File: src/rtl/core_pkg.sv
package core_pkg;

	localparam int XLEN = 32;
	localparam logic [XLEN-1:0] RESET_PC = 32'h0000_0000;

	// major opcodes of the supported subset
	localparam logic [6:0] OP_OP     = 7'b0110011;
	localparam logic [6:0] OP_IMM    = 7'b0010011;
	localparam logic [6:0] OP_LUI    = 7'b0110111;
	localparam logic [6:0] OP_LOAD   = 7'b0000011;
	localparam logic [6:0] OP_STORE  = 7'b0100011;
	localparam logic [6:0] OP_BRANCH = 7'b1100011;
	localparam logic [6:0] OP_JAL    = 7'b1101111;
	localparam logic [6:0] OP_SYSTEM = 7'b1110011;

	typedef enum logic [2:0] {
		ALU_ADD,
		ALU_SUB,
		ALU_AND,
		ALU_OR,
		ALU_XOR,
		ALU_SLT,
		ALU_PASSB
	} alu_op_e;

	// same word, register layout or split store immediate
	typedef union packed {
		struct packed {
			logic [6:0] funct7;
			logic [4:0] rs2;
			logic [4:0] rs1;
			logic [2:0] funct3;
			logic [4:0] rd;
			logic [6:0] opcode;
		} r_view;
		struct packed {
			logic [6:0] imm_hi;
			logic [4:0] rs2;
			logic [4:0] rs1;
			logic [2:0] funct3;
			logic [4:0] imm_lo;
			logic [6:0] opcode;
		} s_view;
	} inst_u;

	typedef struct packed {
		alu_op_e         alu_op;
		logic [XLEN-1:0] opa;
		logic [XLEN-1:0] opb;
		logic [XLEN-1:0] store_data;
		logic [4:0]      rd;
		logic            rd_wen;
		logic            is_load;
		logic            is_store;
		logic            is_halt;
	} id_ex_t;

	typedef struct packed {
		logic [XLEN-1:0] result;
		logic [XLEN-1:0] store_data;
		logic [4:0]      rd;
		logic            rd_wen;
		logic            is_load;
		logic            is_store;
		logic            is_halt;
	} ex_ls_t;

endpackage

File: src/rtl/stage_if.sv
interface stage_if #(
	parameter type payload_t = core_pkg::inst_u
) ();
	import core_pkg::*;

	// upstream drives valid, pc and payload
	logic            valid;
	logic [XLEN-1:0] pc;
	payload_t        payload;
	// downstream can take an item this cycle
	logic            allowin;

	modport up (
		output valid,
		output pc,
		output payload,
		input  allowin
	);

	modport down (
		input  valid,
		input  pc,
		input  payload,
		output allowin
	);

endinterface

File: src/rtl/core_top.sv
module core_top (
	input  logic                      clock,
	input  logic                      rst_i,
	input  logic                      inst_pvalid_i,
	input  logic [core_pkg::XLEN-1:0] inst_prdata_i,
	output logic                      inst_psel_o,
	output logic [core_pkg::XLEN-1:0] inst_paddr_o,
	input  logic [core_pkg::XLEN-1:0] data_prdata_i,
	input  logic                      data_pvalid_i,
	output logic                      data_psel_o,
	output logic                      data_pwrite_o,
	output logic [core_pkg::XLEN-1:0] data_paddr_o,
	output logic [core_pkg::XLEN-1:0] data_pwdata_o,
	output logic [3:0]                data_pwstrb_o,
	output logic                      halt_o
);
	import core_pkg::*;

	logic            flush;
	logic [XLEN-1:0] flush_pc;
	logic [4:0]      rs1_addr;
	logic [4:0]      rs2_addr;
	logic [XLEN-1:0] rs1_data;
	logic [XLEN-1:0] rs2_data;
	logic [4:0]      ex_rd;
	logic            ex_wen;
	logic [4:0]      ls_rd;
	logic            ls_wen;
	logic            reg_wen;
	logic [4:0]      reg_waddr;
	logic [XLEN-1:0] reg_wdata;

	stage_if #(.payload_t(inst_u))  if_id ();
	stage_if #(.payload_t(id_ex_t)) id_ex ();
	stage_if #(.payload_t(ex_ls_t)) ex_ls ();

	ifu_stage u_ifu (
		.clock         (clock),
		.rst_i         (rst_i),
		.flush_i       (flush),
		.flush_pc_i    (flush_pc),
		.inst_pvalid_i (inst_pvalid_i),
		.inst_prdata_i (inst_prdata_i),
		.inst_psel_o   (inst_psel_o),
		.inst_paddr_o  (inst_paddr_o),
		.out           (if_id)
	);

	id_stage u_id (
		.clock      (clock),
		.rst_i      (rst_i),
		.rs1_data_i (rs1_data),
		.rs2_data_i (rs2_data),
		.ex_rd_i    (ex_rd),
		.ex_wen_i   (ex_wen),
		.ls_rd_i    (ls_rd),
		.ls_wen_i   (ls_wen),
		.rs1_addr_o (rs1_addr),
		.rs2_addr_o (rs2_addr),
		.flush_o    (flush),
		.flush_pc_o (flush_pc),
		.in         (if_id),
		.out        (id_ex)
	);

	regfile u_regfile (
		.clock    (clock),
		.rst_i    (rst_i),
		.raddr1_i (rs1_addr),
		.raddr2_i (rs2_addr),
		.wen_i    (reg_wen),
		.waddr_i  (reg_waddr),
		.wdata_i  (reg_wdata),
		.rdata1_o (rs1_data),
		.rdata2_o (rs2_data)
	);

	ex_stage u_ex (
		.clock (clock),
		.rst_i (rst_i),
		.rd_o  (ex_rd),
		.wen_o (ex_wen),
		.in    (id_ex),
		.out   (ex_ls)
	);

	lsu_stage u_lsu (
		.clock         (clock),
		.rst_i         (rst_i),
		.data_prdata_i (data_prdata_i),
		.data_pvalid_i (data_pvalid_i),
		.data_psel_o   (data_psel_o),
		.data_pwrite_o (data_pwrite_o),
		.data_paddr_o  (data_paddr_o),
		.data_pwdata_o (data_pwdata_o),
		.data_pwstrb_o (data_pwstrb_o),
		.rd_o          (ls_rd),
		.wen_o         (ls_wen),
		.reg_wen_o     (reg_wen),
		.reg_waddr_o   (reg_waddr),
		.reg_wdata_o   (reg_wdata),
		.halt_o        (halt_o),
		.in            (ex_ls)
	);

endmodule

File: src/rtl/ex_stage.sv
module ex_stage (
	input  logic       clock,
	input  logic       rst_i,
	output logic [4:0] rd_o,
	output logic       wen_o,
	stage_if.down      in,
	stage_if.up        out
);
	import core_pkg::*;

	logic            valid_q;
	id_ex_t          op_q;
	logic [XLEN-1:0] pc_q;
	logic [XLEN-1:0] alu_res;
	ex_ls_t          res;

	assign in.allowin = ~valid_q | out.allowin;

	always_ff @(posedge clock) begin
		if (rst_i) begin
			valid_q <= 1'b0;
		end else if (in.allowin) begin
			valid_q <= in.valid;
		end
	end

	always_ff @(posedge clock) begin
		if (in.valid && in.allowin) begin
			op_q <= in.payload;
			pc_q <= in.pc;
		end
	end

	// loads and stores use ALU_ADD for the address
	always_comb begin
		case (op_q.alu_op)
			ALU_SUB:   alu_res = op_q.opa - op_q.opb;
			ALU_AND:   alu_res = op_q.opa & op_q.opb;
			ALU_OR:    alu_res = op_q.opa | op_q.opb;
			ALU_XOR:   alu_res = op_q.opa ^ op_q.opb;
			ALU_SLT:   alu_res = {31'd0, $signed(op_q.opa) < $signed(op_q.opb)};
			ALU_PASSB: alu_res = op_q.opb;
			default:   alu_res = op_q.opa + op_q.opb;
		endcase
	end

	always_comb begin
		res.result     = alu_res;
		res.store_data = op_q.store_data;
		res.rd         = op_q.rd;
		res.rd_wen     = op_q.rd_wen;
		res.is_load    = op_q.is_load;
		res.is_store   = op_q.is_store;
		res.is_halt    = op_q.is_halt;
	end

	assign out.valid   = valid_q;
	assign out.pc      = pc_q;
	assign out.payload = res;

	// occupant reported to the decode interlock
	assign rd_o  = op_q.rd;
	assign wen_o = valid_q & op_q.rd_wen;

endmodule

File: src/rtl/id_stage.sv
module id_stage (
	input  logic                      clock,
	input  logic                      rst_i,
	input  logic [core_pkg::XLEN-1:0] rs1_data_i,
	input  logic [core_pkg::XLEN-1:0] rs2_data_i,
	input  logic [4:0]                ex_rd_i,
	input  logic                      ex_wen_i,
	input  logic [4:0]                ls_rd_i,
	input  logic                      ls_wen_i,
	output logic [4:0]                rs1_addr_o,
	output logic [4:0]                rs2_addr_o,
	output logic                      flush_o,
	output logic [core_pkg::XLEN-1:0] flush_pc_o,
	stage_if.down                     in,
	stage_if.up                       out
);
	import core_pkg::*;

	logic            valid_q;
	logic            halted_q;
	inst_u           inst_q;
	logic [XLEN-1:0] pc_q;
	logic [6:0]      opcode;
	logic [XLEN-1:0] imm_i;
	logic [XLEN-1:0] imm_s;
	logic [XLEN-1:0] imm_b;
	logic [XLEN-1:0] imm_j;
	logic [XLEN-1:0] imm_u;
	logic            use_rs1;
	logic            use_rs2;
	logic            stall;
	logic            taken;
	logic            fire;
	logic            in_fire;
	id_ex_t          dec;

	function automatic logic busy(input logic [4:0] r);
		busy = (r != 5'd0) & ((ex_wen_i & (ex_rd_i == r)) | (ls_wen_i & (ls_rd_i == r)));
	endfunction

	function automatic alu_op_e alu_sel(input logic [2:0] f3);
		case (f3)
			3'b010:  alu_sel = ALU_SLT;
			3'b100:  alu_sel = ALU_XOR;
			3'b110:  alu_sel = ALU_OR;
			3'b111:  alu_sel = ALU_AND;
			default: alu_sel = ALU_ADD;
		endcase
	endfunction

	assign opcode     = inst_q.r_view.opcode;
	assign rs1_addr_o = inst_q.r_view.rs1;
	assign rs2_addr_o = inst_q.r_view.rs2;

	// immediates rebuilt from the two views of the word
	assign imm_i = {{20{inst_q.r_view.funct7[6]}}, inst_q.r_view.funct7, inst_q.r_view.rs2};
	assign imm_s = {{20{inst_q.s_view.imm_hi[6]}}, inst_q.s_view.imm_hi, inst_q.s_view.imm_lo};
	assign imm_b = {{19{inst_q.s_view.imm_hi[6]}}, inst_q.s_view.imm_hi[6],
		inst_q.s_view.imm_lo[0], inst_q.s_view.imm_hi[5:0], inst_q.s_view.imm_lo[4:1], 1'b0};
	assign imm_u = {inst_q.r_view.funct7, inst_q.r_view.rs2, inst_q.r_view.rs1,
		inst_q.r_view.funct3, 12'd0};
	assign imm_j = {{11{inst_q.r_view.funct7[6]}}, inst_q.r_view.funct7[6], inst_q.r_view.rs1,
		inst_q.r_view.funct3, inst_q.r_view.rs2[0], inst_q.r_view.funct7[5:0],
		inst_q.r_view.rs2[4:1], 1'b0};

	assign use_rs1 = opcode inside {OP_OP, OP_IMM, OP_LOAD, OP_STORE, OP_BRANCH};
	assign use_rs2 = opcode inside {OP_OP, OP_STORE, OP_BRANCH};

	// interlock until the producer has written back
	always_comb begin
		stall = valid_q & ((use_rs1 & busy(inst_q.r_view.rs1)) |
			(use_rs2 & busy(inst_q.r_view.rs2)));
	end

	// funct3[0] picks bne over beq
	assign taken = (opcode == OP_JAL) |
		((opcode == OP_BRANCH) & ((rs1_data_i == rs2_data_i) ^ inst_q.r_view.funct3[0]));
	assign flush_pc_o = pc_q + ((opcode == OP_JAL) ? imm_j : imm_b);

	always_comb begin
		dec            = '0;
		dec.alu_op     = ALU_ADD;
		dec.opa        = rs1_data_i;
		dec.opb        = imm_i;
		dec.store_data = rs2_data_i;
		dec.rd         = inst_q.r_view.rd;
		case (opcode)
			OP_OP: begin
				dec.opb    = rs2_data_i;
				dec.rd_wen = 1'b1;
				if (inst_q.r_view.funct3 == 3'b000 && inst_q.r_view.funct7[5]) begin
					dec.alu_op = ALU_SUB;
				end else begin
					dec.alu_op = alu_sel(inst_q.r_view.funct3);
				end
			end
			OP_IMM: begin
				dec.alu_op = alu_sel(inst_q.r_view.funct3);
				dec.rd_wen = 1'b1;
			end
			OP_LUI: begin
				dec.alu_op = ALU_PASSB;
				dec.opb    = imm_u;
				dec.rd_wen = 1'b1;
			end
			OP_LOAD: begin
				dec.rd_wen  = 1'b1;
				dec.is_load = 1'b1;
			end
			OP_STORE: begin
				dec.opb      = imm_s;
				dec.is_store = 1'b1;
			end
			OP_JAL: begin
				// link value rides through the alu
				dec.alu_op = ALU_PASSB;
				dec.opb    = pc_q + 32'd4;
				dec.rd_wen = 1'b1;
			end
			OP_SYSTEM: begin
				dec.is_halt = 1'b1;
			end
			default: begin
				dec.rd_wen = 1'b0;
			end
		endcase
		dec.rd_wen = dec.rd_wen & (inst_q.r_view.rd != 5'd0);
	end

	assign out.valid   = valid_q & ~stall;
	assign out.pc      = pc_q;
	assign out.payload = dec;

	assign fire    = out.valid & out.allowin;
	assign flush_o = fire & taken;

	// nothing new enters behind a redirect or an ebreak
	assign in.allowin = ~halted_q & ~flush_o & ~(fire & dec.is_halt) & (~valid_q | fire);
	assign in_fire    = in.valid & in.allowin;

	always_ff @(posedge clock) begin
		if (rst_i) begin
			valid_q  <= 1'b0;
			halted_q <= 1'b0;
		end else begin
			if (in_fire) begin
				valid_q <= 1'b1;
			end else if (fire) begin
				valid_q <= 1'b0;
			end
			if (fire & dec.is_halt) begin
				halted_q <= 1'b1;
			end
		end
	end

	always_ff @(posedge clock) begin
		if (in_fire) begin
			inst_q <= in.payload;
			pc_q   <= in.pc;
		end
	end

endmodule

File: src/rtl/ifu_stage.sv
module ifu_stage (
	input  logic                      clock,
	input  logic                      rst_i,
	input  logic                      flush_i,
	input  logic [core_pkg::XLEN-1:0] flush_pc_i,
	input  logic                      inst_pvalid_i,
	input  logic [core_pkg::XLEN-1:0] inst_prdata_i,
	output logic                      inst_psel_o,
	output logic [core_pkg::XLEN-1:0] inst_paddr_o,
	stage_if.up                       out
);
	import core_pkg::*;

	logic [XLEN-1:0] pc_q;
	logic [XLEN-1:0] addr_q;
	logic            req_q;
	logic            drop_q;
	logic            buf_valid_q;
	inst_u           buf_inst_q;
	logic [XLEN-1:0] buf_pc_q;
	logic            fire;
	logic            resp_keep;
	logic            issue;

	assign fire = buf_valid_q & out.allowin;
	// wrong-path responses are swallowed
	assign resp_keep = req_q & inst_pvalid_i & ~drop_q & ~flush_i;
	// one instruction in flight or buffered at most
	assign issue = ~req_q & ~flush_i & (~buf_valid_q | fire);

	always_ff @(posedge clock) begin
		if (rst_i) begin
			pc_q        <= RESET_PC;
			req_q       <= 1'b0;
			drop_q      <= 1'b0;
			buf_valid_q <= 1'b0;
		end else begin
			if (flush_i) begin
				pc_q <= flush_pc_i;
			end else if (resp_keep) begin
				pc_q <= addr_q + 32'd4;
			end

			if (flush_i) begin
				buf_valid_q <= 1'b0;
			end else if (resp_keep) begin
				buf_valid_q <= 1'b1;
			end else if (fire) begin
				buf_valid_q <= 1'b0;
			end

			if (req_q) begin
				if (inst_pvalid_i) begin
					req_q  <= 1'b0;
					drop_q <= 1'b0;
				end else if (flush_i) begin
					drop_q <= 1'b1;
				end
			end else if (issue) begin
				req_q <= 1'b1;
			end
		end
	end

	always_ff @(posedge clock) begin
		if (issue) begin
			addr_q <= pc_q;
		end
		if (resp_keep) begin
			buf_inst_q <= inst_prdata_i;
			buf_pc_q   <= addr_q;
		end
	end

	assign inst_psel_o  = req_q;
	assign inst_paddr_o = addr_q;

	assign out.valid   = buf_valid_q;
	assign out.pc      = buf_pc_q;
	assign out.payload = buf_inst_q;

endmodule

File: src/rtl/lsu_stage.sv
module lsu_stage (
	input  logic                      clock,
	input  logic                      rst_i,
	input  logic [core_pkg::XLEN-1:0] data_prdata_i,
	input  logic                      data_pvalid_i,
	output logic                      data_psel_o,
	output logic                      data_pwrite_o,
	output logic [core_pkg::XLEN-1:0] data_paddr_o,
	output logic [core_pkg::XLEN-1:0] data_pwdata_o,
	output logic [3:0]                data_pwstrb_o,
	output logic [4:0]                rd_o,
	output logic                      wen_o,
	output logic                      reg_wen_o,
	output logic [4:0]                reg_waddr_o,
	output logic [core_pkg::XLEN-1:0] reg_wdata_o,
	output logic                      halt_o,
	stage_if.down                     in
);
	import core_pkg::*;

	logic   mem_q;
	ex_ls_t ls_q;
	logic   in_fire;
	logic   in_mem;
	logic   load_done;

	// one write port, so nothing is taken while an access is open
	assign in.allowin = ~mem_q;
	assign in_fire    = in.valid & in.allowin;
	assign in_mem     = in.payload.is_load | in.payload.is_store;
	assign load_done  = mem_q & data_pvalid_i & ls_q.is_load;

	always_ff @(posedge clock) begin
		if (rst_i) begin
			mem_q  <= 1'b0;
			halt_o <= 1'b0;
		end else begin
			if (in_fire & in_mem) begin
				mem_q <= 1'b1;
			end else if (data_pvalid_i) begin
				mem_q <= 1'b0;
			end
			if (in_fire & in.payload.is_halt) begin
				halt_o <= 1'b1;
			end
		end
	end

	always_ff @(posedge clock) begin
		if (in_fire & in_mem) begin
			ls_q <= in.payload;
		end
	end

	assign data_psel_o   = mem_q;
	assign data_pwrite_o = ls_q.is_store;
	assign data_paddr_o  = ls_q.result;
	assign data_pwdata_o = ls_q.store_data;
	assign data_pwstrb_o = {4{ls_q.is_store}};

	// alu results retire on acceptance, loads on the data pulse
	assign reg_wen_o   = load_done ? ls_q.rd_wen :
		(in_fire & ~in_mem & in.payload.rd_wen);
	assign reg_waddr_o = mem_q ? ls_q.rd : in.payload.rd;
	assign reg_wdata_o = mem_q ? data_prdata_i : in.payload.result;

	assign rd_o  = ls_q.rd;
	assign wen_o = mem_q & ls_q.rd_wen;

endmodule

File: src/rtl/regfile.sv
module regfile (
	input  logic                      clock,
	input  logic                      rst_i,
	input  logic [4:0]                raddr1_i,
	input  logic [4:0]                raddr2_i,
	input  logic                      wen_i,
	input  logic [4:0]                waddr_i,
	input  logic [core_pkg::XLEN-1:0] wdata_i,
	output logic [core_pkg::XLEN-1:0] rdata1_o,
	output logic [core_pkg::XLEN-1:0] rdata2_o
);
	import core_pkg::*;

	// x0 has no storage
	logic [XLEN-1:0] regs [1:31];

	always_ff @(posedge clock) begin
		if (rst_i) begin
			for (int i = 1; i < 32; i++) begin
				regs[i] <= '0;
			end
		end else if (wen_i && waddr_i != 5'd0) begin
			regs[waddr_i] <= wdata_i;
		end
	end

	assign rdata1_o = (raddr1_i == 5'd0) ? '0 : regs[raddr1_i];
	assign rdata2_o = (raddr2_i == 5'd0) ? '0 : regs[raddr2_i];

endmodule

File: config.mk
export PLATFORM = sky130hd
export DESIGN_NAME = core_top
export DESIGN_NICKNAME = d
export VERILOG_FILES = /design/src/rtl/core_pkg.sv /design/src/rtl/stage_if.sv /design/src/rtl/core_top.sv /design/src/rtl/ex_stage.sv /design/src/rtl/id_stage.sv /design/src/rtl/ifu_stage.sv /design/src/rtl/lsu_stage.sv /design/src/rtl/regfile.sv
export SDC_FILE = /design/constraint.sdc
export NUM_CORES = 2
export LEC_CHECK = 0
export BUFFER_PORTS_ARGS = -buffer_cell sky130_fd_sc_hd__buf_4
export CAP_MARGIN = 20
export CELL_PAD_IN_SITES_DETAIL_PLACEMENT = 1
export CELL_PAD_IN_SITES_GLOBAL_PLACEMENT = 2
export CORE_MARGIN = 1
export CORE_UTILIZATION = 46
export DETAILED_ROUTE_END_ITERATION = 16
export GPL_ROUTABILITY_DRIVEN = 0
export GPL_TIMING_DRIVEN = 0
export PLACE_DENSITY_LB_ADDON = 0.1
export SYNTH_ARGS = -nofsm -noshare
export SYNTH_HDL_FRONTEND = slang
export SYNTH_SLANG_ARGS = --single-unit
File: constraint.sdc
create_clock -name clock -period 16.8 [get_ports clock]
set_clock_uncertainty 0.05 [all_clocks]
set_input_delay 3.36 -clock clock [delete_from_list [all_inputs] [get_ports clock]]
set_output_delay 3.36 -clock clock [all_outputs]
set_load 0.005 [all_outputs]
==> out/results.ini <==
[yosys]
synth-seq-area-share=0.561
yosys_register_bits=1414
dominantRegCellSynth=sky130_fd_sc_hd__edfxtp_1
syn-cell-area_um2=74800
synth-edff-count=1364
synthArstFlopShare=0
synth-warning-count=0
synth_cell_types=92
syn_avg_cell_area_um2=13.4
synthCells=5581

[routing]
drt_first_iter_violations=8529
vias_per_cell=6.72
routed-via-count=56200
antenna_left=0
remaining_drc_errors=0
routedWlPerCell_um=39.1
drt_first_pass_iters=6
detailed_route_wire_length_um=326000

[cells_and_area]
finalNetCount=6260
drive_gt1_frac=0.226
total_area_of_multi_input_combinational_cells_um2=29800
regArea_um2=42000
n_fill_cell=15900
fin_util=0.534
area_growth_pct=15.0
final-instance-count-excl-fill=8355

[clock_network]
insertion_delay_ns=0.84
post_cts_setup_driven_buffer_insertion_count=0
cts_inserted_buffers=158
number_of_h_tree_levels=4
clock_path_buffers=3
cts_repair_resize_count=0
clkSlewWorstSetupHoldPaths_ns=0.07
cts_tree=done
holdBufCountCts=0
clkSinkCount=1414
ctsRootBufferMaster=sky130_fd_sc_hd__clkbuf_16

[die]
design.core.area_um2=161000
fp.dieArea_um2=164000
dieHeight_um=405
placement_rows=147
chipWidth_um=405
io_pins=172
start_util=0.465

[pwr]
power.internal_mw=6.70
vdd_ir_max_mv=0.128
powerDensity_nw_per_um2=112
power.leakage_nw=31.4
sequentialPowerShare=0.433
power_switching_share=0.305
power_share_of_the_combinational_group=0.198
fin_total_pwr_mw=9.64
power_switching_mw=2.94
clock_power_share=0.369

[global_route]
grt.overflow.total=0
grt_first_pass_wirelength_um=443000
grt_pass1_vias=55000
grt_max_degree=74
globalRouteTotalUtil=0.397
antenna_found_initial=19

[timing]
max_freq_mhz=129
setup-violations-final=0
hold_viol=0
minimum_clock_period_after_layout_ns=7.72
rsz_0062_raised_after_global_routing=false
timing.final.crit_share=0.460
worst_slew_margin_rel=0.0525
timing_worst_slew_pin_value_ns=1.42
totalNegativeSetupSlack_ns=0
final-max-slew-violation-count=0

[critical_path]
worstSetupEndpointType=register
required_time_of_the_critical_path_ns=17.26
rrSetupSlack_ns=9.08
arrival_ns=8.19
critical_path.max_fanout=22
critical_path.startpoint_type=register
critical_path.reg2reg.endpoint=u_ifu.inst_paddr_o[31]
worstSetupPathType=register to register
timing.reg2reg.worst_path_depth=18

[min_path]
min-delay-start=u_ex.out.payload[39]
min-delay-path-class=register to register
hold_critical_path_endpoint=u_lsu.data_pwdata_o[30]
hold_depth=0

[job]
count_of_maximum_capacitance_violations=0

[place]
post-dp-hpwl_um=237000
place.port_buffers=170
placedCellCount=8042

[status]
run_status=finished clean

flip-flops by register name, indices dropped and copies added, names as in the netlist, 32 cells and up, named ones only:
name and flops:
u_lsu.data_pwdata_o 32, u_ifu.out.payload 32, u_regfile.regs 1024, u_lsu.data_paddr_o 32, u_id.inst_q 32, u_ex.op_q 67
u_ifu.out.pc 32, u_ifu.inst_paddr_o 32, u_id.out.pc 32, u_ifu.pc_q 32, u_ex.out.payload 36
cells in the final DEF, fill, tap and decap left out, drive strengths merged, types with 12 or more instances in the layout:
cell / instances
edfxtp: 1364
nand2: 259
nor3: 37
a21oi: 176
or3: 13
a21o: 29
clkinv: 59
and2: 18
a211oi: 40
a32oi: 14
a31oi: 22
dfxtp: 50
o221ai: 28
mux4: 576
nor4: 12
mux2: 12
nor2: 1177
mux2i: 104
bufinv: 15
a221oi: 12
o21ai: 154
nand3: 46
o22ai: 85
inv: 201
nand2b: 20
xnor2: 69
clkbuf: 522
conb: 32
nand4: 27
o21bai: 17
ha: 128
a2111oi: 45
o211ai: 18
buf: 502
o21a: 14
xor2: 73
nor2b: 57
and3: 21
power groups by stage:
stage	registers [mW]	clock network, mW	logic [mW]
final	4.17	3.56	1.91
after CTS	4.17	3.56	1.80
after global routing	4.19	3.67	1.93
after floorplan	4.19	0	0.939
after global placement	4.24	0	1.67
after detailed placement	4.24	0	1.79
routing by layer:
| layer | track usage | share of wire | wire length [um] | up-vias |
|---|---|---|---|---|
| met3 | 0.147 | 0.14 | 44700 | 772 |
| met5 | 0 | 0.00037 | 120 | - |
| met4 | 0.198 | 0.058 | 18800 | 16 |
| li1 | - | - | - | 22000 |
| met2 | 0.575 | 0.43 | 140000 | 4079 |
| met1 | 0.524 | 0.37 | 122000 | 29300 |
cell type report:
class,count,area share
tap,2160,0.0314
clock inverter,83,0.0103
multi-input combinational,3475,0.346
sequential,1414,0.488
inverter,195,0.00851
clock buffer,208,0.0496
buffer,528,0.0325
antenna,3,0.0000873
timing repair buffer,289,0.0332
cells by family (layout without fill, tap and decap cells):
| kind of cell | count (synthesis) | in the layout | share of synthesized area |
|---|---|---|---|
| fa+ha+maj | 131 | 131 | 0.0222 |
| buf+inv | 723 | 1303 | 0.0471 |
| flops | 1414 | 1414 | 0.561 |
| simple gates | 1726 | 1726 | 0.0960 |
| compound gates | 752 | 752 | 0.0669 |
| mux | 692 | 692 | 0.190 |
| xor+xnor | 142 | 142 | 0.0166 |
| other cells | 1 | 35 | 0.0000502 |
worst max-delay path by stage:
| stage | end | depth (start not counted) |
|---|---|---|
| 3_5_place_dp | u_ifu.inst_paddr_o[30] | 18 |
| 6_report | u_ifu.inst_paddr_o[31] | 18 |
| 2_1_floorplan | u_ifu.inst_paddr_o[0] | 11 |
| 5_1_grt | u_ifu.inst_paddr_o[31] | 18 |
| 3_3_place_gp | u_ifu.inst_paddr_o[30] | 11 |
| 4_1_cts | u_ifu.inst_paddr_o[0] | 18 |
through the flow:
stage	hold slack [ns]	instance area, um^2	setup WS (ns)
floorplan	0.350	74900	9.15
CTS	0.349	85800	9.12
detailed placement	0.356	80600	9.13
global route	0.369	86000	9.10
global placement	0.351	78900	4.59
finish	0.355	86000	9.08
synthesized netlist by cell type, types with 39 or more instances:
library cell,n,area [um^2]
sky130_fd_sc_hd__a211oi_1,39,293
sky130_fd_sc_hd__a21oi_1,176,881
sky130_fd_sc_hd__buf_2,63,315
sky130_fd_sc_hd__buf_4,90,676
sky130_fd_sc_hd__clkbuf_1,312,1170
sky130_fd_sc_hd__dfxtp_1,50,1000
sky130_fd_sc_hd__edfxtp_1,1364,41000
sky130_fd_sc_hd__ha_1,128,1600
sky130_fd_sc_hd__inv_1,191,717
sky130_fd_sc_hd__mux2i_1,104,1040
sky130_fd_sc_hd__mux4_2,572,12900
sky130_fd_sc_hd__nand2_1,259,972
sky130_fd_sc_hd__nand3_1,46,230
sky130_fd_sc_hd__nor2_1,1177,4420
sky130_fd_sc_hd__nor2b_1,57,357
sky130_fd_sc_hd__o21ai_0,134,671
sky130_fd_sc_hd__o22ai_1,85,532
sky130_fd_sc_hd__xnor2_1,69,604
sky130_fd_sc_hd__xor2_1,73,639
worst max-delay path, cell delays in order, from the launching register on:
cell	delay, ns
sky130_fd_sc_hd__dfxtp_1	0.62
sky130_fd_sc_hd__buf_2	0.44
sky130_fd_sc_hd__buf_2	0.43
sky130_fd_sc_hd__buf_2	0.60
sky130_fd_sc_hd__clkbuf_1	0.86
sky130_fd_sc_hd__mux4_2	0.44
sky130_fd_sc_hd__mux2i_1	0.42
sky130_fd_sc_hd__a211oi_1	0.20
sky130_fd_sc_hd__o21ai_1	0.75
sky130_fd_sc_hd__xor2_1	0.22
sky130_fd_sc_hd__nand4_1	0.15
sky130_fd_sc_hd__nor4_2	0.37
sky130_fd_sc_hd__a21oi_1	0.12
sky130_fd_sc_hd__and3b_1	0.42
sky130_fd_sc_hd__buf_6	0.23
sky130_fd_sc_hd__buf_2	0.27
sky130_fd_sc_hd__nand2_1	0.13
sky130_fd_sc_hd__nor2_4	0.38
sky130_fd_sc_hd__buf_12	0.27
Note: power is estimated with default switching activity, not from simulation.
